### src/verilog/umi_queue_consts.svh
`ifndef UMI_QUEUE_CONSTS_SVH
`define UMI_QUEUE_CONSTS_SVH

// ~~~~~~~~~~~~~~~~~~~~~~~~~~~~~~~~~~~~~~~
// queue geometry
// ~~~~~~~~~~~~~~~~~~~~~~~~~~~~~~~~~~~~~~~
`define UMI_NUM_LANES  2
`define UMI_LANE_DEPTH 4   // packets per lane, power of two

// ~~~~~~~~~~~~~~~~~~~~~~~~~~~~~~~~~~~~~~~
// UMI packet layout
// ~~~~~~~~~~~~~~~~~~~~~~~~~~~~~~~~~~~~~~~
`define UMI_PKT_W      256

// destination sits in the top 16 bits of the packet
`define UMI_DEST_MSB   255

`endif

### src/verilog/umi_queue_pkg.sv
`default_nettype none

package umi_queue_pkg;

    // destination field, top of every packet
    typedef logic [15:0] dest_t;

    // ~~~~~~~~~~~~~~~~~~~~~~~~~~~~~~~~~~~~~~~
    // APB register map, byte addresses
    // ~~~~~~~~~~~~~~~~~~~~~~~~~~~~~~~~~~~~~~~
    typedef enum logic [7:0] {
        REG_CTRL   = 8'h00, // lane enable bits
        REG_LEVEL  = 8'h04, // fill levels, 4 bits per lane
        REG_COUNT0 = 8'h08, // lane 0 delivered packets
        REG_COUNT1 = 8'h0C  // lane 1 delivered packets
    } reg_addr_e;

    // any write to a counter address clears it

endpackage

`default_nettype wire

### src/verilog/umi_queue_regs.sv
`include "umi_queue_consts.svh"
`default_nettype none

module umi_queue_regs (
    input  logic                        clk,
    input  logic                        rst_n,
    input  logic [7:0]                  paddr,
    input  logic                        psel,
    input  logic                        penable,
    input  logic                        pwrite,
    input  logic [31:0]                 pwdata,
    output logic [31:0]                 prdata,
    output logic                        pready,
    output logic                        pslverr,
    input  logic [4*`UMI_NUM_LANES-1:0] level,
    input  logic [`UMI_NUM_LANES-1:0]   delivered,
    output logic [`UMI_NUM_LANES-1:0]   lane_enable
);

    logic                      access;
    logic                      wr;
    logic                      mapped;
    logic [`UMI_NUM_LANES-1:0] clr;
    logic [31:0]               count_q [`UMI_NUM_LANES];

    assign access = psel && penable;
    assign wr     = access && pwrite;
    assign pready = 1'b1; // no wait states

    // ~~~~~~~~~~~~~~~~~~~~~~~~~~~~~~~~~~~~~~~
    // read decode
    // ~~~~~~~~~~~~~~~~~~~~~~~~~~~~~~~~~~~~~~~
    always_comb begin
        mapped = 1'b1;
        prdata = '0;
        case (umi_queue_pkg::reg_addr_e'(paddr))
            umi_queue_pkg::REG_CTRL:   prdata[`UMI_NUM_LANES-1:0]   = lane_enable;
            umi_queue_pkg::REG_LEVEL:  prdata[4*`UMI_NUM_LANES-1:0] = level;
            umi_queue_pkg::REG_COUNT0: prdata = count_q[0];
            umi_queue_pkg::REG_COUNT1: prdata = count_q[1];
            default:                   mapped = 1'b0;
        endcase
    end

    assign pslverr = access && !mapped; // unmapped address

    // ~~~~~~~~~~~~~~~~~~~~~~~~~~~~~~~~~~~~~~~
    // writes
    // ~~~~~~~~~~~~~~~~~~~~~~~~~~~~~~~~~~~~~~~
    always_ff @(posedge clk or negedge rst_n) begin
        if (!rst_n) begin
            lane_enable <= '0;
        end else if (wr && paddr == umi_queue_pkg::REG_CTRL) begin
            lane_enable <= pwdata[`UMI_NUM_LANES-1:0];
        end
    end

    assign clr[0] = wr && (paddr == umi_queue_pkg::REG_COUNT0);
    assign clr[1] = wr && (paddr == umi_queue_pkg::REG_COUNT1);

    // delivered-packet counters, clear beats increment
    for (genvar g = 0; g < `UMI_NUM_LANES; g++) begin : g_count
        always_ff @(posedge clk or negedge rst_n) begin
            if (!rst_n) begin
                count_q[g] <= '0;
            end else if (clr[g]) begin
                count_q[g] <= '0;
            end else if (delivered[g]) begin
                count_q[g] <= count_q[g] + 32'd1;
            end
        end
    end

    // master only raises penable inside a selected transfer
    a_penable_psel: assert property (
        @(posedge clk) disable iff (!rst_n) penable |-> psel
    );

endmodule

`default_nettype wire

### config.mk
export PLATFORM = sky130hd
export DESIGN_NAME = umi_queue_regs
export DESIGN_NICKNAME = d
export VERILOG_FILES = /design/src/verilog/umi_queue_pkg.sv /design/src/verilog/umi_queue_regs.sv
export VERILOG_INCLUDE_DIRS = /design/src /design/src/verilog
export SDC_FILE = /design/constraint.sdc
export NUM_CORES = 1
export LEC_CHECK = 0
export BUFFER_PORTS_ARGS = -buffer_cell sky130_fd_sc_hd__clkbuf_2
export CAP_MARGIN = 5
export CORE_MARGIN = 2
export CORE_UTILIZATION = 42
export CTS_CLUSTER_DIAMETER = 120
export DETAILED_ROUTE_END_ITERATION = 8
export GPL_TIMING_DRIVEN = 0
export PLACE_DENSITY = 0.62
export SLEW_MARGIN = 20
export SYNTH_ARGS = -nofsm -noshare
export SYNTH_HDL_FRONTEND = slang
export SYNTH_SLANG_ARGS = --single-unit
### constraint.sdc
create_clock -name clk -period 3.7 [get_ports clk]
set_clock_uncertainty 0.15 [all_clocks]
set_input_delay 0.925 -clock clk [delete_from_list [all_inputs] [get_ports clk]]
set_output_delay 0.925 -clock clk [all_outputs]
set_load 0.03 [all_outputs]
==> impl_metrics.csv, run 1 <==
group,metric,value,unit
grt,grt-ovfl-total,0,
cells_and_area,final_cell_mix,"dfrtp_1, clkbuf_2, nor2_1, nand2_1, nand4_1",
power_and_ir_drop,power.density,380,nW/um^2
grt,grt_start_max_net_pins,46,
grt,grt_antenna_before_repair,0,
power_and_ir_drop,power.switching,0.570,mW
die,core_area,9640,um^2
power_and_ir_drop,p_leak,2.02,nW
power_and_ir_drop,power.share.clock,34.5,%
clocking,clock-sinks,66,
die,num_io_pins,91,
die,die_h,103,um
clocking,cts_buffer_depth,2,
status,run_status,"completed",
drt,drt-initial-drc-count,105,
sta,worst_pin_slew,714,ps
clocking,cts_tree,"built",
worst_setup_path,crit_path_end_kind,"primary output",
die,initial_core_util,42.5,%
power_and_ir_drop,peakVddDrop,0.296,mV
die,rows,36,
cells_and_area,syn_to_final_growth,18.5,%
worst_setup_path,critPathLaunchType,"input port",
sta,rsz0062_at_grt,"yes",
grt,grt_pass1_wl,19100,um
placement,portBuffers,58,
sta,slew_violations,0,
clocking,cts_buffers,9,
power_and_ir_drop,intPower,1.27,mW
drt,via_count,3928,
sta,slew_headroom,52.1,%
power_and_ir_drop,swShare,30.9,%
placement,place_area,4590,um^2
synthesis,synth-edff-count,0,
drt,ant_nets,0,
cells_and_area,final_common_cell,"dfrtp_1",
placement,dpl.hpwl,8540,um
sta,period_share,97.9,%
synthesis,synth_cell_types,38,
power_and_ir_drop,power_frac_seq,49.2,%
die,die_area,10600,um^2
synthesis,avgSynthCellArea,8.99,um^2
synthesis,synth_flop_cell,"dfrtp_1",
worst_setup_path,cp_max_fo,10,
clocking,path_clk_slew,70,ps
worst_setup_path,critical_path_class,"input port to primary output",
synthesis,yosysWarnings,0,
placement,placed_cells,648,
sta,layout_min_cycle_time,3620,ps
sta,hold_violations,0,
synthesis,yosysSeqAreaShare,40.3,%
worst_setup_path,cp.arrival,2550,ps
placement,gp_congestion,0.864,
cells_and_area,nets,583,
grt,grt_use_total,23.4,%
cells_and_area,fillCellCount,982,
synthesis,synth-seq-cells,66,
drt,routed_via_density,5.92,
drt,drc,0,
cells_and_area,final_util,50.4,%
power_and_ir_drop,power.total,1.84,mW
clocking,clk_latency,340,ps
synthesis,async_reset_ff_share,100,%
drt,first_pass_iters,5,
worst_setup_path,critPathRequiredTime,2620,ps
synthesis,syn-num-nets,513,
min_path,hold_class,"input port to async pin",
clocking,clockRootBuffer,"clkbuf_8",
cells_and_area,fin_cells,664,
drt,wl,11600,um
synthesis,synth_cells,456,
synthesis,syn_area,4100,um^2
grt,first_global_vias,3806,
cells_and_area,num_antenna_cells,0,
sta,hold-worst-slack,362,ps
sta,timing.final.ws_setup,76.0,ps
cells_and_area,drive_gt1_share,20.0,%
cells_and_area,fin_area,4860,um^2
job,cap_violations,0,
die,die_w,103,um
sta,max_clock_freq,0.276,GHz
drt,wl_per_cell,17.5,um
clocking,htreeDepth,3,
placement,pre_cts_ws,-699,ps
sta,setup_tns,0,ps
power_and_ir_drop,combPwrFrac,16.3,%
sta,finalSetupViolCount,0,
flip-flops by register name (all words and copies together) (netlist names):
register / count
count_q: 64
lane_enable: 2
worst max-delay path: stages:
cell	delay, ps
clkbuf_2	100
or4_1	540
nor2_1	150
and3_4	250
buf_4	180
a22o_1	190
clkbuf_4	210
timing repair:
action	CTS	global route
buffers inserted	1	0
setup endpoints to repair	24	20
hold buffers	0	0
resized for setup	10	10
pin swaps	1	2
path summary, 6_finish.rpt:
check,from,to,slack [ps],cells after the start
setup / recovery,paddr[1],prdata[18],80,7
hold / removal,rst_n,count_q[58],360,1
setup reg to reg,count_q[38],count_q[63],1050,7
hold reg to reg,lane_enable[1],lane_enable[1],400,1
max in group asynchronous,rst_n,count_q[9],2480,2
min in group clk,lane_enable[1],lane_enable[1],400,1
per-layer routing:
layer	share of wire [%]	wire length (um)	vias up	track usage, %
met5	0	0	-	0
met4	2.0	233	0	8.10
met3	4.9	573	15	3.59
met2	47	5440	113	37.9
met1	46	5340	1927	32.1
li1	-	-	1873	-
area by class of cell:
class | count | area [um^2] | area share, %
Clock buffer | 12 | 155 | 3.19
Multi-Input combinational cell | 352 | 2330 | 48.0
Sequential cell | 66 | 1650 | 34.0
Tap cell | 133 | 166 | 3.42
Clock inverter | 4 | 50.0 | 1.03
Timing Repair Buffer | 60 | 330 | 6.80
Buffer | 31 | 153 | 3.14
Inverter | 6 | 22.5 | 0.463
cell usage after synthesis, types with 3 or more instances:
| library cell | number | area share [%] |
|---|---|---|
| a21oi_1 | 25 | 3.1 |
| mux2i_1 | 14 | 3.4 |
| and4_1 | 9 | 1.9 |
| dfrtp_1 | 66 | 40 |
| xor2_1 | 8 | 1.7 |
| nor2_1 | 40 | 3.7 |
| nand2b_1 | 11 | 1.7 |
| xnor2_1 | 17 | 3.6 |
| buf_2 | 7 | 0.85 |
| inv_1 | 6 | 0.55 |
| nand2_1 | 39 | 3.6 |
| mux2_2 | 8 | 2.2 |
| or4_1 | 22 | 4.0 |
| nor4_1 | 22 | 3.4 |
| and3_1 | 8 | 1.2 |
| o31ai_1 | 16 | 2.9 |
| nor3_1 | 7 | 0.85 |
| nand3_1 | 20 | 2.4 |
| or2_2 | 3 | 0.46 |
| nand4_1 | 28 | 4.3 |
| clkbuf_1 | 21 | 1.9 |
| or3_1 | 8 | 1.2 |
| a22oi_1 | 6 | 1.1 |
| o21ai_0 | 5 | 0.61 |
| a22o_1 | 24 | 5.1 |
power by group through the flow:
stage / Clock [mW] / Combinational [mW] / Sequential [mW]
2_1_floorplan: 0 / 0.213 / 0.886
3_3_place_gp: 0 / 0.286 / 0.921
3_5_place_dp: 0 / 0.299 / 0.919
4_1_cts: 0.653 / 0.303 / 0.906
5_1_grt: 0.681 / 0.345 / 0.921
6_report: 0.637 / 0.301 / 0.907
cells by family (layout without fill, tap and decap cells):
group,Yosys count,in the layout,synth area share [%]
compound gates,78,78,13.2
xor+xnor,25,25,5.34
simple gates,222,222,29.8
fa+ha+maj,2,2,0.610
buf+inv,38,113,3.97
other cells,1,1,0.0914
flops,66,66,40.3
mux,24,24,6.71
Note: power is estimated with default switching activity, not from simulation.
==> run 2, diff against run 1 <==
--- a/config.mk
+++ b/config.mk
@@ -13,8 +13,9 @@
 export CTS_CLUSTER_DIAMETER = 120
 export DETAILED_ROUTE_END_ITERATION = 8
 export GPL_TIMING_DRIVEN = 0
-export PLACE_DENSITY = 0.62
+export PLACE_DENSITY = 0.65
 export SLEW_MARGIN = 20
 export SYNTH_ARGS = -nofsm -noshare
 export SYNTH_HDL_FRONTEND = slang
 export SYNTH_SLANG_ARGS = --single-unit
+export TNS_END_PERCENT = 50
==> constraint.sdc (replaced) <==
create_clock -name clk -period 3.07 [get_ports clk]
set_clock_uncertainty 0.15 [all_clocks]
set_input_delay 0.7675 -clock clk [delete_from_list [all_inputs] [get_ports clk]]
set_output_delay 0.7675 -clock clk [all_outputs]
set_load 0.03 [all_outputs]
==> impl_metrics.csv, run 2 (synthesis gave the netlist of run 1 again) <==
group,metric,value,unit
grt,grt-ovfl-total,0,
worst_setup_path,startpoint,"paddr[5]",
clocking,clk_latency,340,ps
worst_setup_path,endpoint,"prdata[11]",
sta,slew_violations,0,
drt,ant_nets,0,
die,die_h,103,um
worst_setup_path,reg2regPathDepth,7,
clocking,cts_buffer_depth,2,
worst_setup_path,critPathRequiredTime,2150,ps
cells_and_area,top_register,"count_q",
placement,gp_congestion,0.901,
die,die_w,103,um
worst_setup_path,rrSetupSlack,510,ps
drt,routed_via_density,5.95,
cells_and_area,top_regs,"count_q x64, lane_enable x2",
sta,max_clock_freq,0.319,GHz
die,initial_core_util,42.5,%
die,rows,36,
power_and_ir_drop,power.total,2.13,mW
cells_and_area,syn_to_final_growth,27.5,%
clocking,cts_tree,"built",
grt,grt_start_max_net_pins,46,
grt,grt.met2_usage,39.1,%
drt,drc,0,
drt,via_count,3984,
sta,rsz0062_at_grt,"yes",
cells_and_area,largest_reg_flops,64,
status,run_status,"complete, but fails checks",
cells_and_area,num_antenna_cells,0,
sta,hold-worst-slack,206,ps
drt,wl,11900,um
grt,use_met1,33.5,%
sta,slew_headroom,30.8,%
sta,period_share,102,%
status,violations,"negative setup slack",
placement,place_area,4630,um^2
clocking,clock-sinks,66,
drt,wl_per_cell,17.7,um
cells_and_area,fin_area,5230,um^2
die,die_area,10600,um^2
worst_setup_path,worst_r2r_endpoint,"count_q[63]",
sta,timing.final.ws_setup,-66.2,ps
worst_setup_path,critPathLaunchType,"input port",
worst_setup_path,critical_path_class,"input port to primary output",
sta,layout_min_cycle_time,3140,ps
cells_and_area,nets,590,
clocking,htreeDepth,3,
clocking,cts_buffers,9,
worst_setup_path,cp.arrival,2220,ps
grt,first_global_vias,3865,
worst_setup_path,cp_max_fo,7,
power_and_ir_drop,power.density,407,nW/um^2
clocking,path_clk_slew,70,ps
sta,hold_violations,0,
grt,gr-max-usage-layer,"met2",
cells_and_area,drive_gt1_share,25.5,%
grt,use_met3,5.76,%
worst_setup_path,crit_path_end_kind,"primary output",
min_path,hold_class,"input port to async pin",
die,num_io_pins,91,
worst_setup_path,r2r-start,"count_q[38]",
sta,worst_pin_slew,1030,ps
power_and_ir_drop,peakVddDrop,0.355,mV
grt,grt_pass1_wl,19800,um
grt,grt_antenna_before_repair,0,
cells_and_area,final_common_cell,"dfrtp_1",
placement,dpl.hpwl,8490,um
clocking,clockRootBuffer,"clkbuf_8",
sta,finalSetupViolCount,23,
cells_and_area,final_cell_mix,"dfrtp_1, nor2_1, nand2_1, clkbuf_2, nand4_1",
drt,first_pass_iters,5,
job,cap_violations,0,
power_and_ir_drop,p_leak,2.18,nW
placement,portBuffers,58,
grt,grt_use_total,24.4,%
drt,drt-initial-drc-count,173,
die,core_area,9640,um^2
run 2: through the flow:
stage	TNS, ps	cells	util (%)	setup slack [ps]
floorplan	-625	456	-	-31.2
global placement	-10560	647	47.7	-468
detailed placement	-12330	648	48.0	-530
CTS	-801	669	53.9	-81.9
global route	-1880	670	54.2	-115
finish	-819	670	54.2	-66.2
run 2: worst max-delay path, cell delays in order:
cell and delay, ps:
clkbuf_2 120, nor4_4 330, nand2_2 130, nor3b_4 210, buf_6 160, clkbuf_4 180
a22o_2 170, clkbuf_8 160
run 2: area by class of cell:
class	count	area, um^2
plain buffers	31	173
clock buffers	12	155
clock inverters	3	15.0
fillers	917	4410
inverters	6	22.5
multi-input cells	352	2440
flip-flops and latches	66	1650
well taps	133	166
repair buffers	67	607
run 2: power breakdown:
part / internal (mW) / leakage, nW / switching, mW
Clock: 0.329 / 0.0920 / 0.329
Combinational: 0.164 / 1.20 / 0.199
Sequential: 0.957 / 0.894 / 0.147
run 2: timing repair:
action	in CTS	in global routing
resized for setup	75	19
cloned	2	0
pin swaps	4	1
hold buffers	0	0
buffers inserted	5	1
setup endpoints to repair	31	27
run 2: metal layers:
metal  vias up  wire length, um
met5         -                0
met3        17              753
met4         0              211
met1      1934             5320
li1       1878                -
met2       155             5600
run 2: worst min-delay path by stage:
stage,to,depth (start not counted)
3_5_place_dp,lane_enable[0],1
2_1_floorplan,count_q[0],0
6_report,count_q[17],1
4_1_cts,lane_enable[1],1
3_3_place_gp,lane_enable[1],1
5_1_grt,count_q[17],1
