==> src/verilog/umi_queue_consts.svh <==
`ifndef UMI_QUEUE_CONSTS_SVH
`define UMI_QUEUE_CONSTS_SVH

// ~~~~~~~~~~~~~~~~~~~~~~~~~~~~~~~~~~~~~~~
// queue geometry
// ~~~~~~~~~~~~~~~~~~~~~~~~~~~~~~~~~~~~~~~
`define UMI_NUM_LANES  2
`define UMI_LANE_DEPTH 4   // packets per lane, power of two

// ~~~~~~~~~~~~~~~~~~~~~~~~~~~~~~~~~~~~~~~
// UMI packet layout
// ~~~~~~~~~~~~~~~~~~~~~~~~~~~~~~~~~~~~~~~
`define UMI_PKT_W      256

// destination sits in the top 16 bits of the packet
`define UMI_DEST_MSB   255

`endif

==> src/verilog/umi_queue_lane.sv <==
`include "umi_queue_consts.svh"
`default_nettype none

module umi_queue_lane (
    input  logic                  clk,
    input  logic                  rst_n,
    input  logic                  push,
    input  logic [`UMI_PKT_W-1:0] push_packet,
    input  logic                  pop,
    output logic                  head_valid,
    output logic [`UMI_PKT_W-1:0] head_packet,
    output logic                  full,
    output logic [3:0]            level
);

    localparam int PTR_W = $clog2(`UMI_LANE_DEPTH);

    logic [`UMI_PKT_W-1:0] mem [`UMI_LANE_DEPTH];
    logic [PTR_W-1:0]      wr_ptr;
    logic [PTR_W-1:0]      rd_ptr;
    logic [3:0]            count;

    // ~~~~~~~~~~~~~~~~~~~~~~~~~~~~~~~~~~~~~~~
    // storage
    // ~~~~~~~~~~~~~~~~~~~~~~~~~~~~~~~~~~~~~~~
    always_ff @(posedge clk) begin
        if (push) begin
            mem[wr_ptr] <= push_packet;
        end
    end

    // pointers wrap on their own, depth is a power of two
    always_ff @(posedge clk or negedge rst_n) begin
        if (!rst_n) begin
            wr_ptr <= '0;
            rd_ptr <= '0;
            count  <= '0;
        end else begin
            if (push) begin
                wr_ptr <= wr_ptr + 1'b1;
            end
            if (pop) begin
                rd_ptr <= rd_ptr + 1'b1;
            end
            case ({push, pop})
                2'b10:   count <= count + 4'd1;
                2'b01:   count <= count - 4'd1;
                default: count <= count; // idle or both
            endcase
        end
    end

    assign head_valid  = (count != 4'd0);
    assign head_packet = mem[rd_ptr]; // first-word fall-through
    assign full        = (count == 4'(`UMI_LANE_DEPTH));
    assign level       = count;

    // dispatcher must see full, arbiter must see head_valid
    a_no_push_full: assert property (
        @(posedge clk) disable iff (!rst_n) push |-> !full
    );
    a_no_pop_empty: assert property (
        @(posedge clk) disable iff (!rst_n) pop |-> head_valid
    );

endmodule

`default_nettype wire

==> config.mk <==
export PLATFORM = sky130hd
export DESIGN_NAME = umi_queue_lane
export DESIGN_NICKNAME = d
export VERILOG_FILES = /design/src/verilog/umi_queue_lane.sv
export VERILOG_INCLUDE_DIRS = /design/src /design/src/verilog
export SDC_FILE = /design/constraint.sdc
export NUM_CORES = 1
export LEC_CHECK = 0
export BUFFER_PORTS_ARGS = -buffer_cell sky130_fd_sc_hd__buf_2
export CAP_MARGIN = 20
export CORE_AREA = 3 3 305 367
export DETAILED_ROUTE_END_ITERATION = 12
export DIE_AREA = 0 0 308 370
export GPL_TIMING_DRIVEN = 0
export PLACE_DENSITY = 0.54
export SLEW_MARGIN = 15
export SYNTH_ARGS = -nofsm -noshare
export SYNTH_HDL_FRONTEND = slang
export SYNTH_SLANG_ARGS = --single-unit
==> constraint.sdc <==
create_clock -name clk -period 8.31 [get_ports clk]
set_clock_uncertainty 0.15 [all_clocks]
set_input_delay 1.662 -clock clk [delete_from_list [all_inputs] [get_ports clk]]
set_output_delay 1.662 -clock clk [all_outputs]
set_load 0.005 [all_outputs]
==> qor.txt, run 1 <==
port buffer count: 521
GRT Total Usage: 0.149
nets@finish: 2,302
Yosys reg bits: 1,032
status: finished clean
hold depth: 1
peak supply drop: 212 uV
P_sw: 4560 uW
P per Cell Area: 348 nW/um2
CP delay by family, top: buffers and inverters
worst hold path type: flop to flop
maximum buffer depth of the clock tree: 3
CP Launch Type: flop
utilization after layout: 0.427
post-synth top area cell: edfxtp_1
Pre-antenna DRT Iters: 4
synthesized instance count: 1,383
sequential area share after synthesis: 0.817
vias per inst: 4.83
Final min period: 4830 ps
synthesized area per cell: 27.4 um2
Clock power frac: 0.279
r2r endpoint: mem[0][221]
Syn Std Cell Area: 37,900 um2
Gate power share: 0.288
hpwl dp: 57,500 um
final hold viol count: 0
met1 GRT Util: 0.173
hold endpoint: level[3]
Lkg Pwr: 0.0159 uW
max-slew violation count: 0
Die Y: 370 um
IO Pins: 522
largest cells by area after synthesis: edfxtp_1 81%, mux4_2 8.6%, mux4_1 7.7%
die area: 114,000 um2
Hold Slack: 378 ps
critical-path cell list: clkbuf_1, clkbuf_1, buf_2, mux4_2, buf_2
sum of buffers and inverters on the critical path: 4
YS warnings: 0
Clock Latency Late Sink: 680 ps
slowest CP cell: clkbuf_1
internal power: 11,500 uW
via count: 17,100
first-pass GRT wire length: 124,000 um
GRT Residual Overflow: 0
Worst R2R Path Depth: 6
wire length per cell: 24.0 um
fmax: 207 MHz
Most Used Layer, Global Route: met2
WP data arrival: 3020 ps
max-capacitance violation count: 0
met2 Use GR: 0.250
initial core utilization: 0.350
Hold-fix buffers, CTS: 0
routed wire length: 85,100 um
CTS tree: built
final setup fails: 0
post-cts resize count: 0
hold wc startpoint: level[3]
die width: 308 um
# fillers: 9,405
Critical Path RT: 6500 ps
core area: 108,000 um2
Routed Antenna Nets: 0
share of layout cells above drive strength 1: 0.425
DRT iter0 DRCs: 1,019
# DRC: 0
Syn-to-layout area delta: 22.0%
measured slew at the worst slew-check pin: 885 ps
Synth top area share: 0.812
Reg2Reg Setup Slack: 5580 ps
clock sinks: 1,032
critical path fanouts, max: 10
RSZ-0062 raised after global routing: false
row count: 132
CTS buffer count: 104
Sw Share: 0.283
CTS HTree Levels: 3
critical register-to-register path startpoint: wr_ptr[0]
relative slew slack: 0.410
vias in the first global route: 18,400
kind of end point of the critical path: output pin
period utilization: 0.581
Root Buffer: clkbuf_16
met3 Usage GRT: 0.0593
Net Count, Synth: 1,650
largest net degree at the start of global routing: 47
RePlAce Congestion: 0.736
Flop pwr share: 0.433
post-synth cell types: 24
critical path class: flop to output pin
postcts setup bufs: 0
Clk pin slew, worst setup/hold paths: 60 ps
Slowest Stage Delay on Critical Path: 710 ps
initial antenna violation count: 32
[cell families after synthesis]
| kind of cell | count (synthesis) | synth area share |
|---|---|---|
| compound gates | 5 | 0.000793 |
| xor+xnor | 8 | 0.00185 |
| fa+ha+maj | 7 | 0.00231 |
| buf+inv | 61 | 0.0124 |
| flops | 1032 | 0.817 |
| mux | 257 | 0.164 |
| simple gates | 13 | 0.00205 |
[cells in the final DEF (no fill, tap or decap)]
| cell type | n |
|---|---|
| edfxtp_1 | 1024 |
| buf_2 | 548 |
| mux4_2 | 145 |
| mux4_1 | 111 |
| clkbuf_16 | 105 |
| clkbuf_1 | 24 |
| buf_6 | 23 |
| clkinv_2 | 21 |
| clkinv_1 | 18 |
| buf_16 | 17 |
| diode_2 | 16 |
| bufinv_16 | 8 |
| dfrtp_1 | 8 |
| buf_12 | 8 |
| ha_1 | 7 |
| xor2_1 | 6 |
| clkinvlp_4 | 5 |
| and2_4 | 4 |
| clkbuf_8 | 4 |
| buf_8 | 3 |
| inv_1 | 3 |
| nor2b_1 | 3 |
| xnor2_1 | 2 |
| a21oi_1 | 2 |
| nand2_1 | 2 |
| inv_6 | 2 |
| clkinv_8 | 2 |
| inv_8 | 2 |
| nor4b_1 | 1 |
| or4_1 | 1 |
| mux2_2 | 1 |
| nor2_1 | 1 |
| o21ai_0 | 1 |
| a31oi_1 | 1 |
| or3_1 | 1 |
| o32ai_1 | 1 |
| clkinv_4 | 1 |
[power groups by stage]
stage          logic [uW]  clock network, uW  registers, uW
6_report             4640               4490           6970
5_1_grt              5030               4860           7040
4_1_cts              4850               4650           6980
3_5_place_dp         4830                  0           7090
3_3_place_gp         4620                  0           7620
2_1_floorplan        2550                  0           7310
[metrics by stage]
stage          area [um2]  setup slack [ps]  TNS [ps]  instances  power (uW)
2_1_floorplan       37900              64.0         0       1383        9860
3_3_place_gp        42200             -5650  -5661990       3311       12200
3_5_place_dp        42900              3950         0       3336       11900
4_1_cts             46200              3180         0       3523       16500
5_1_grt             46200              3200         0       3526       16900
6_report            46200              3480         0       3539       16100
[cells in the mapped netlist, drive strengths merged]
| cell | instances |
|---|---|
| xor2 | 6 |
| xnor2 | 2 |
| or4 | 1 |
| clkbuf | 5 |
| a21oi | 2 |
| nand2 | 2 |
| buf | 53 |
| o21ai | 1 |
| dfrtp | 8 |
| inv | 3 |
| or3 | 1 |
| nor2b | 3 |
| a31oi | 1 |
| mux4 | 256 |
| nor4b | 1 |
| and2 | 4 |
| mux2 | 1 |
| nor2 | 1 |
| o32ai | 1 |
| edfxtp | 1024 |
| ha | 7 |
[flip-flops by register name, indices dropped and copies added, names as in the netlist]
name / cells
wr_ptr: 2
mem: 1024
rd_ptr: 2
level: 4
[worst max path at each step]
| stage | startpoint | end | slack [ps] | cells past startpoint |
|---|---|---|---|---|
| CTS | rd_ptr[1] | head_packet[117] | 3180 | 5 |
| detailed placement | rd_ptr[1] | head_packet[77] | 3950 | 5 |
| finish | rd_ptr[1] | head_packet[33] | 3480 | 5 |
| global placement | push | mem[0][221] | -5650 | 2 |
| floorplan | push | mem[1][0] | 60 | 1 |
| global route | rd_ptr[1] | head_packet[94] | 3200 | 5 |
[routing by layer]
layer / up-vias / part of all wire
met4: 26 / 0.024
li1: 7493 / -
met2: 485 / 0.50
met5: - / 0.0020
met3: 134 / 0.090
met1: 8946 / 0.38
[cell type report]
| class | instances | area (um2) | area share |
|---|---|---|---|
| antenna | 16 | 40.0 | 0.000866 |
| buffer | 58 | 458 | 0.00991 |
| clock buffer | 128 | 2750 | 0.0596 |
| clock inverter | 59 | 532 | 0.0115 |
| inverter | 3 | 11.3 | 0.000244 |
| multi-input combinational | 290 | 6470 | 0.140 |
| sequential | 1032 | 30900 | 0.670 |
| tap | 1407 | 1760 | 0.0381 |
| timing repair buffer | 546 | 3240 | 0.0700 |
[worst register-to-register path: cells and delay by family, from the launching register on]
kind	cells	cell delay [ps]
adder cells (fa/ha/maj)	1	150
buffers and inverters	4	1070
flip-flops	1	420
AND/OR/NAND/NOR	1	550
Power figures use the tool's default switching activity.
==> inputs of run 2 (changes only) <==
--- a/config.mk
+++ b/config.mk
@@ -6,13 +6,14 @@
 export SDC_FILE = /design/constraint.sdc
 export NUM_CORES = 1
 export LEC_CHECK = 0
+export ABC_AREA = 1
 export BUFFER_PORTS_ARGS = -buffer_cell sky130_fd_sc_hd__buf_2
 export CAP_MARGIN = 20
-export CORE_AREA = 3 3 305 367
+export CORE_AREA = 3 3 306 369
 export DETAILED_ROUTE_END_ITERATION = 12
-export DIE_AREA = 0 0 308 370
+export DIE_AREA = 0 0 309 372
 export GPL_TIMING_DRIVEN = 0
-export PLACE_DENSITY = 0.54
+export PLACE_DENSITY = 0.56
 export SLEW_MARGIN = 15
 export SYNTH_ARGS = -nofsm -noshare
 export SYNTH_HDL_FRONTEND = slang
==> constraint.sdc (replaced) <==
create_clock -name clk -period 4.2 [get_ports clk]
set_clock_uncertainty 0.15 [all_clocks]
set_input_delay 0.84 -clock clk [delete_from_list [all_inputs] [get_ports clk]]
set_output_delay 0.84 -clock clk [all_outputs]
set_load 0.005 [all_outputs]
==> run 2 against run 1 <==
Worst setup slack worse by 3200 ps. Synthesized cell count up 84%. Sequential power up 98%. Critical path type unchanged. Largest power group unchanged.
==> qor.txt, run 2 <==
final hold viol count: 0
hpwl dp: 72,200 um
met1 WL: 43,600 um
P_sw: 12,500 uW
worst hold path type: primary input to flop
YS warnings: 0
Clock power frac: 0.257
Place WS: 895 ps
hold depth: 1
measured slew at the worst slew-check pin: 723 ps
Design Area, Final: 47,000 um2
Flop pwr share: 0.390
internal power: 22,800 uW
Net Count, Synth: 2,806
clock sinks: 1,032
post-synth top area cell: edfxtp_1
CTS HTree Levels: 3
CTS buffer count: 104
via count: 23,600
Clock Latency Late Sink: 700 ps
DRT iter0 DRCs: 1,754
EDFF count, synth: 1,024
slowest CP cell: o22ai_1
share of layout cells above drive strength 1: 0.257
CP Launch Type: flop
max-slew violation count: 0
GRT Residual Overflow: 0
nets@finish: 3,475
initial antenna violation count: 50
Die Y: 372 um
# DRC: 0
Syn Std Cell Area: 38,300 um2
worst setup margin: 267 ps
peak supply drop: 420 uV
metal3 WL: 8050 um
Final min period: 3930 ps
critical path class: flop to output pin
Synth top area share: 0.804
initial core utilization: 0.349
critical-path cell list: buf_6, inv_6, clkbuf_1, o21ai_0, o22ai_1, buf_2
vias per inst: 4.97
status: finished clean
max FFs per register: 1,024
Largest Register: mem
uppermost layer routed: met5
hold wc startpoint: push_packet[221]
synthesized instance count: 2,539
commonest non-fill, non-tap cells in the layout: 1,024 x edfxtp_1, 612 x buf_2, 514 x nor2_1
die area: 115,000 um2
prevailing post-synth register cell: edfxtp_1
post-synth cell types: 23
IO Pins: 522
met2 WL: 52,700 um
critical register-to-register path startpoint: wr_ptr[0]
Sw Share: 0.355
Root Buffer: clkbuf_16
wire length per cell: 22.7 um
vias in the first global route: 23,700
sequential area share after synthesis: 0.809
fmax: 254 MHz
Post-synth top cells: 1,024 x edfxtp_1, 514 x nor2_1, 343 x o21ai_0, 256 x o22ai_1, 172 x o21ai_1
Critical Path RT: 3210 ps
Syn-to-layout area delta: 22.9%
routed wire length: 108,000 um
Reg2Reg Setup Slack: 1350 ps
asr flop ratio synth: 0.00775
largest cells by area after synthesis: edfxtp_1 80%, nor2_1 5.0%, o21ai_0 4.5%
port buffer count: 520
Clk pin slew, worst setup/hold paths: 60 ps
relative slew slack: 0.518
core area: 109,000 um2
synthesized area per cell: 15.1 um2
Lkg Pwr: 0.0162 uW
CTS tree: built
hold endpoint: mem[2][221]
max-capacitance violation count: 0
commonest non-fill, non-tap cell in the layout: edfxtp_1
RePlAce Congestion: 0.750
row count: 133
Gate power share: 0.353
Yosys reg bits: 1,032
critical path fanouts, max: 11
Placed Area: 43,600 um2
post-cts resize count: 0
Routed Antenna Nets: 0
RSZ-0062 raised after global routing: false
kind of end point of the critical path: output pin
largest net degree at the start of global routing: 32
GRT Total Usage: 0.184
final setup fails: 0
r2r endpoint: mem[3][148]
period utilization: 0.936
first-pass GRT wire length: 155,000 um
P per Cell Area: 752 nW/um2
total power: 35,400 uW
Worst R2R Path Depth: 8
most common cell in the synthesized netlist: edfxtp_1
die width: 309 um
Slowest Stage Delay on Critical Path: 570 ps
WP data arrival: 2940 ps
Pre-antenna DRT Iters: 5
maximum buffer depth of the clock tree: 3
==> run 2: cell count changes in the layout (fill, tap and decap cells not counted), sizes merged, moves of 4 or more <==
cell    previous run  this run
clkbuf           133       184
inv                7        15
and2               4         0
diode             16        29
nor2               1       514
buf              599       680
mux4             256         0
o22ai              0       256
nand2              2        19
o21ai              1       515
==> run 2: worst max-delay path by stage <==
stage	endpoint	cells past startpoint	start
after floorplan	mem[0][0]	3	push
after global placement	mem[0][141]	3	push
after detailed placement	head_packet[20]	6	rd_ptr[0]
after CTS	head_packet[20]	6	rd_ptr[0]
after global routing	head_packet[20]	6	rd_ptr[0]
final	head_packet[20]	6	rd_ptr[0]
==> run 2: worst max-delay path: cells and delay by family (launching register included) <==
kind | cells | cell delay, ps
AO/OA/AOI/OAI | 2 | 740
buffers and inverters | 4 | 1110
flip-flops | 1 | 380
==> run 2: layout make-up <==
| type | instances | area [um2] |
|---|---|---|
| Timing Repair Buffer | 563 | 3510 |
| Antenna cell | 29 | 72.6 |
| Tap cell | 1417 | 1770 |
| Multi-Input combinational cell | 1323 | 6380 |
| Fill cell | 9939 | 62500 |
| Buffer | 170 | 915 |
| Inverter | 14 | 72.6 |
| Sequential cell | 1032 | 30900 |
| Clock buffer | 132 | 2770 |
| Clock inverter | 60 | 557 |
==> run 2: kinds of logic (layout without fill, tap and decap cells) <==
| group | Yosys count | count (layout) | synth area share |
|---|---|---|---|
| compound gates | 772 | 772 | 0.109 |
| simple gates | 538 | 538 | 0.0530 |
| xor+xnor | 6 | 6 | 0.00137 |
| flops | 1032 | 1032 | 0.809 |
| fa+ha+maj | 7 | 7 | 0.00229 |
| buf+inv | 184 | 939 | 0.0249 |
| other cells | 0 | 29 | 0 |
==> run 2: power groups by stage <==
stage                     combinational, uW  clock, uW  sequential [uW]
after global routing                  13700       9730            13900
after CTS                             12800       9290            13800
after global placement                12200          0            14700
after detailed placement              12800          0            14000
after floorplan                        6130          0            14300
final                                 12500       9080            13800
==> run 2: per-stage QoR <==
| stage | TNS (ps) | util | hold WS (ps) | cells |
|---|---|---|---|---|
| finish | 0 | 0.429 | 190 | 4740 |
| global route | 0 | 0.429 | 154 | 4723 |
| CTS | 0 | 0.429 | 111 | 4711 |
| detailed placement | 0 | 0.398 | 375 | 4518 |
| global placement | -4911580 | 0.390 | 364 | 4476 |
| floorplan | -1238230 | - | 344 | 2539 |
==> run 2: what timing repair did <==
action                    CTS  global route
hold endpoints to repair    8             0
buffers inserted            0             0
hold buffers                1             0
==> run 2: routing by layer <==
| metal | global-route usage | up-vias |
|---|---|---|
| li1 | - | 11100 |
| met1 | 0.225 | 11600 |
| met2 | 0.305 | 707 |
| met3 | 0.0566 | 182 |
| met4 | 0.0757 | 22 |
| met5 | 0 | - |
==> inputs of run 3 (changes only) <==
--- a/config.mk
+++ b/config.mk
@@ -12,8 +12,7 @@
 export CORE_AREA = 3 3 306 369
 export DETAILED_ROUTE_END_ITERATION = 12
 export DIE_AREA = 0 0 309 372
-export GPL_TIMING_DRIVEN = 0
-export PLACE_DENSITY = 0.56
+export PLACE_DENSITY = 0.54
 export SLEW_MARGIN = 15
 export SYNTH_ARGS = -nofsm -noshare
 export SYNTH_HDL_FRONTEND = slang
==> constraint.sdc (replaced) <==
create_clock -name clk -period 4.15 [get_ports clk]
set_clock_uncertainty 0.15 [all_clocks]
set_input_delay 0.83 -clock clk [delete_from_list [all_inputs] [get_ports clk]]
set_output_delay 0.83 -clock clk [all_outputs]
set_load 0.005 [all_outputs]
==> run 3 against run 2 <==
Clock-buffer cell count down 14. Die area unchanged. Utilization down 0.73 points. Critical path depth down 1. Sequential share of layout area up 1.2 points. Worst hold slack better by 3.4 ps. Wire length down 12%. Global-route usage down 2.3 points. Total power down 2.5%. Combinational power down 11%. Cell count down 3.3%. Via count down 2.5%.
==> qor.txt, run 3 (synthesis gave the netlist of run 2 again) <==
Die Y: 372 um
share of layout cells above drive strength 1: 0.240
Root Buffer: clkbuf_16
measured slew at the worst slew-check pin: 882 ps
sum of buffers and inverters on the critical path: 3
CTS tree: built
total power: 34,500 uW
status: finished clean
largest net degree at the start of global routing: 172
setup_tns: 0 ps
peak supply drop: 447 uV
die area: 115,000 um2
Finished Layout Cells: 4,584
CTS HTree Levels: 3
maximum buffer depth of the clock tree: 3
IO Pins: 522
row count: 133
post-cts resize count: 0
vias per inst: 5.01
initial core utilization: 0.349
commonest non-fill, non-tap cells in the layout: 1,024 x edfxtp_1, 521 x buf_2, 514 x nor2_1
max FFs per register: 1,024
hpwl dp: 58,400 um
slowest CP cell: dfrtp_4
Largest Register: mem
RePlAce Congestion: 0.741
CTS buffer count: 101
GRT Total Usage: 0.161
CP delay by family, top: buffers and inverters
final setup fails: 0
Inst Count DP: 4,384
kind of end point of the critical path: output pin
Slowest Stage Delay on Critical Path: 730 ps
commonest non-fill, non-tap cell in the layout: edfxtp_1
critical path fanouts, max: 171
first-pass GRT wire length: 140,000 um
critical path class: flop to output pin
# DRC: 0
Clock Latency Late Sink: 690 ps
Pre-antenna DRT Iters: 6
nets@finish: 3,338
Syn-to-layout area delta: 20.8%
final hold viol count: 0
Critical Path RT: 3170 ps
Clk pin slew, worst setup/hold paths: 60 ps
relative slew slack: 0.412
max-slew violation count: 0
P per Cell Area: 746 nW/um2
initial antenna violation count: 29
Routed Antenna Nets: 0
DRT iter0 DRCs: 1,409
Lkg Pwr: 0.0158 uW
worst hold path type: primary input to flop
max-capacitance violation count: 0
core area: 109,000 um2
WP data arrival: 2960 ps
via count: 23,000
wire length per cell: 20.7 um
routed wire length: 95,000 um
Placed Area: 42,800 um2
RSZ-0062 raised after global routing: false
vias in the first global route: 22,300
critical-path cell list: clkinv_16, buf_4, o21ai_1, o22ai_1, buf_2
Final min period: 3940 ps
clock sinks: 1,032
CP Launch Type: flop
Design Area, Final: 46,200 um2
fmax: 254 MHz
period utilization: 0.950
die width: 309 um
GRT Residual Overflow: 0
port buffer count: 521
run 3: changes by cell type in the layout (fill, tap and decap cells not counted), moves of 3 or more:
cell	previous run	this run
clkbuf_16	108	103
clkinv_8	0	3
buf_4	19	44
clkbuf_1	65	15
buf_2	612	521
bufinv_16	10	14
diode_2	29	14
buf_16	8	0
buf_6	7	0
clkbuf_2	10	0
clkinv_2	17	21
run 3: area by class of cell:
cell class	instances	area (um2)
fill	9963	63300
sequential	1032	31000
multi-input combinational	1323	6380
timing repair buffer	599	3610
clock buffer	118	2630
tap	1417	1770
clock inverter	67	718
inverter	14	101
antenna	14	35.0
run 3: path summary, 6_finish.rpt:
path / start / end / slack [ps] / cells after the start
setup / recovery: rd_ptr[0] / head_packet[139] / 210 / 5
hold reg to reg: wr_ptr[0] / wr_ptr[0] / 380 / 1
min in group asynchronous: rst_n / level[0] / 410 / 2
setup reg to reg: wr_ptr[0] / mem[0][175] / 1830 / 6
hold / removal: push_packet[212] / mem[2][212] / 190 / 1
max in group asynchronous: rst_n / rd_ptr[0] / 3200 / 2
run 3: what timing repair did:
item | 4_1_cts | 5_1_grt
hold endpoints to repair | 8 | 0
hold buffers | 1 | 0
setup buffers | 0 | 0
run 3: worst register-to-register path, stage by stage, from the launching register on:
cell and delay [ps]:
dfrtp_1 420, inv_1 100, ha_1 190, nand2_4 60, clkinvlp_4 300, buf_12 360, buf_12 400
run 3: power by group:
part	leakage, uW	switching (uW)	internal [uW]	total [uW]
Clock	0.00165	3840	5410	9250
Sequential	0.00950	494	13600	14100
Combinational	0.00467	7350	3800	11100
run 3: stage by stage:
| stage | util | hold WS (ps) | worst slack, ps |
|---|---|---|---|
| 2_1_floorplan | - | 344 | -1250 |
| 3_3_place_gp | 0.391 | 377 | 1010 |
| 3_5_place_dp | 0.391 | 376 | 983 |
| 4_1_cts | 0.422 | 104 | 200 |
| 5_1_grt | 0.422 | 137 | 25.9 |
| 6_report | 0.422 | 194 | 209 |
run 3: routing by layer:
metal / global-route usage / vias up / wire, um
met3: 0.0468 / 168 / 6560
met2: 0.274 / 576 / 46900
met4: 0.0592 / 18 / 2810
met5: 0 / - / 114
met1: 0.194 / 11500 / 38600
li1: - / 10700 / -
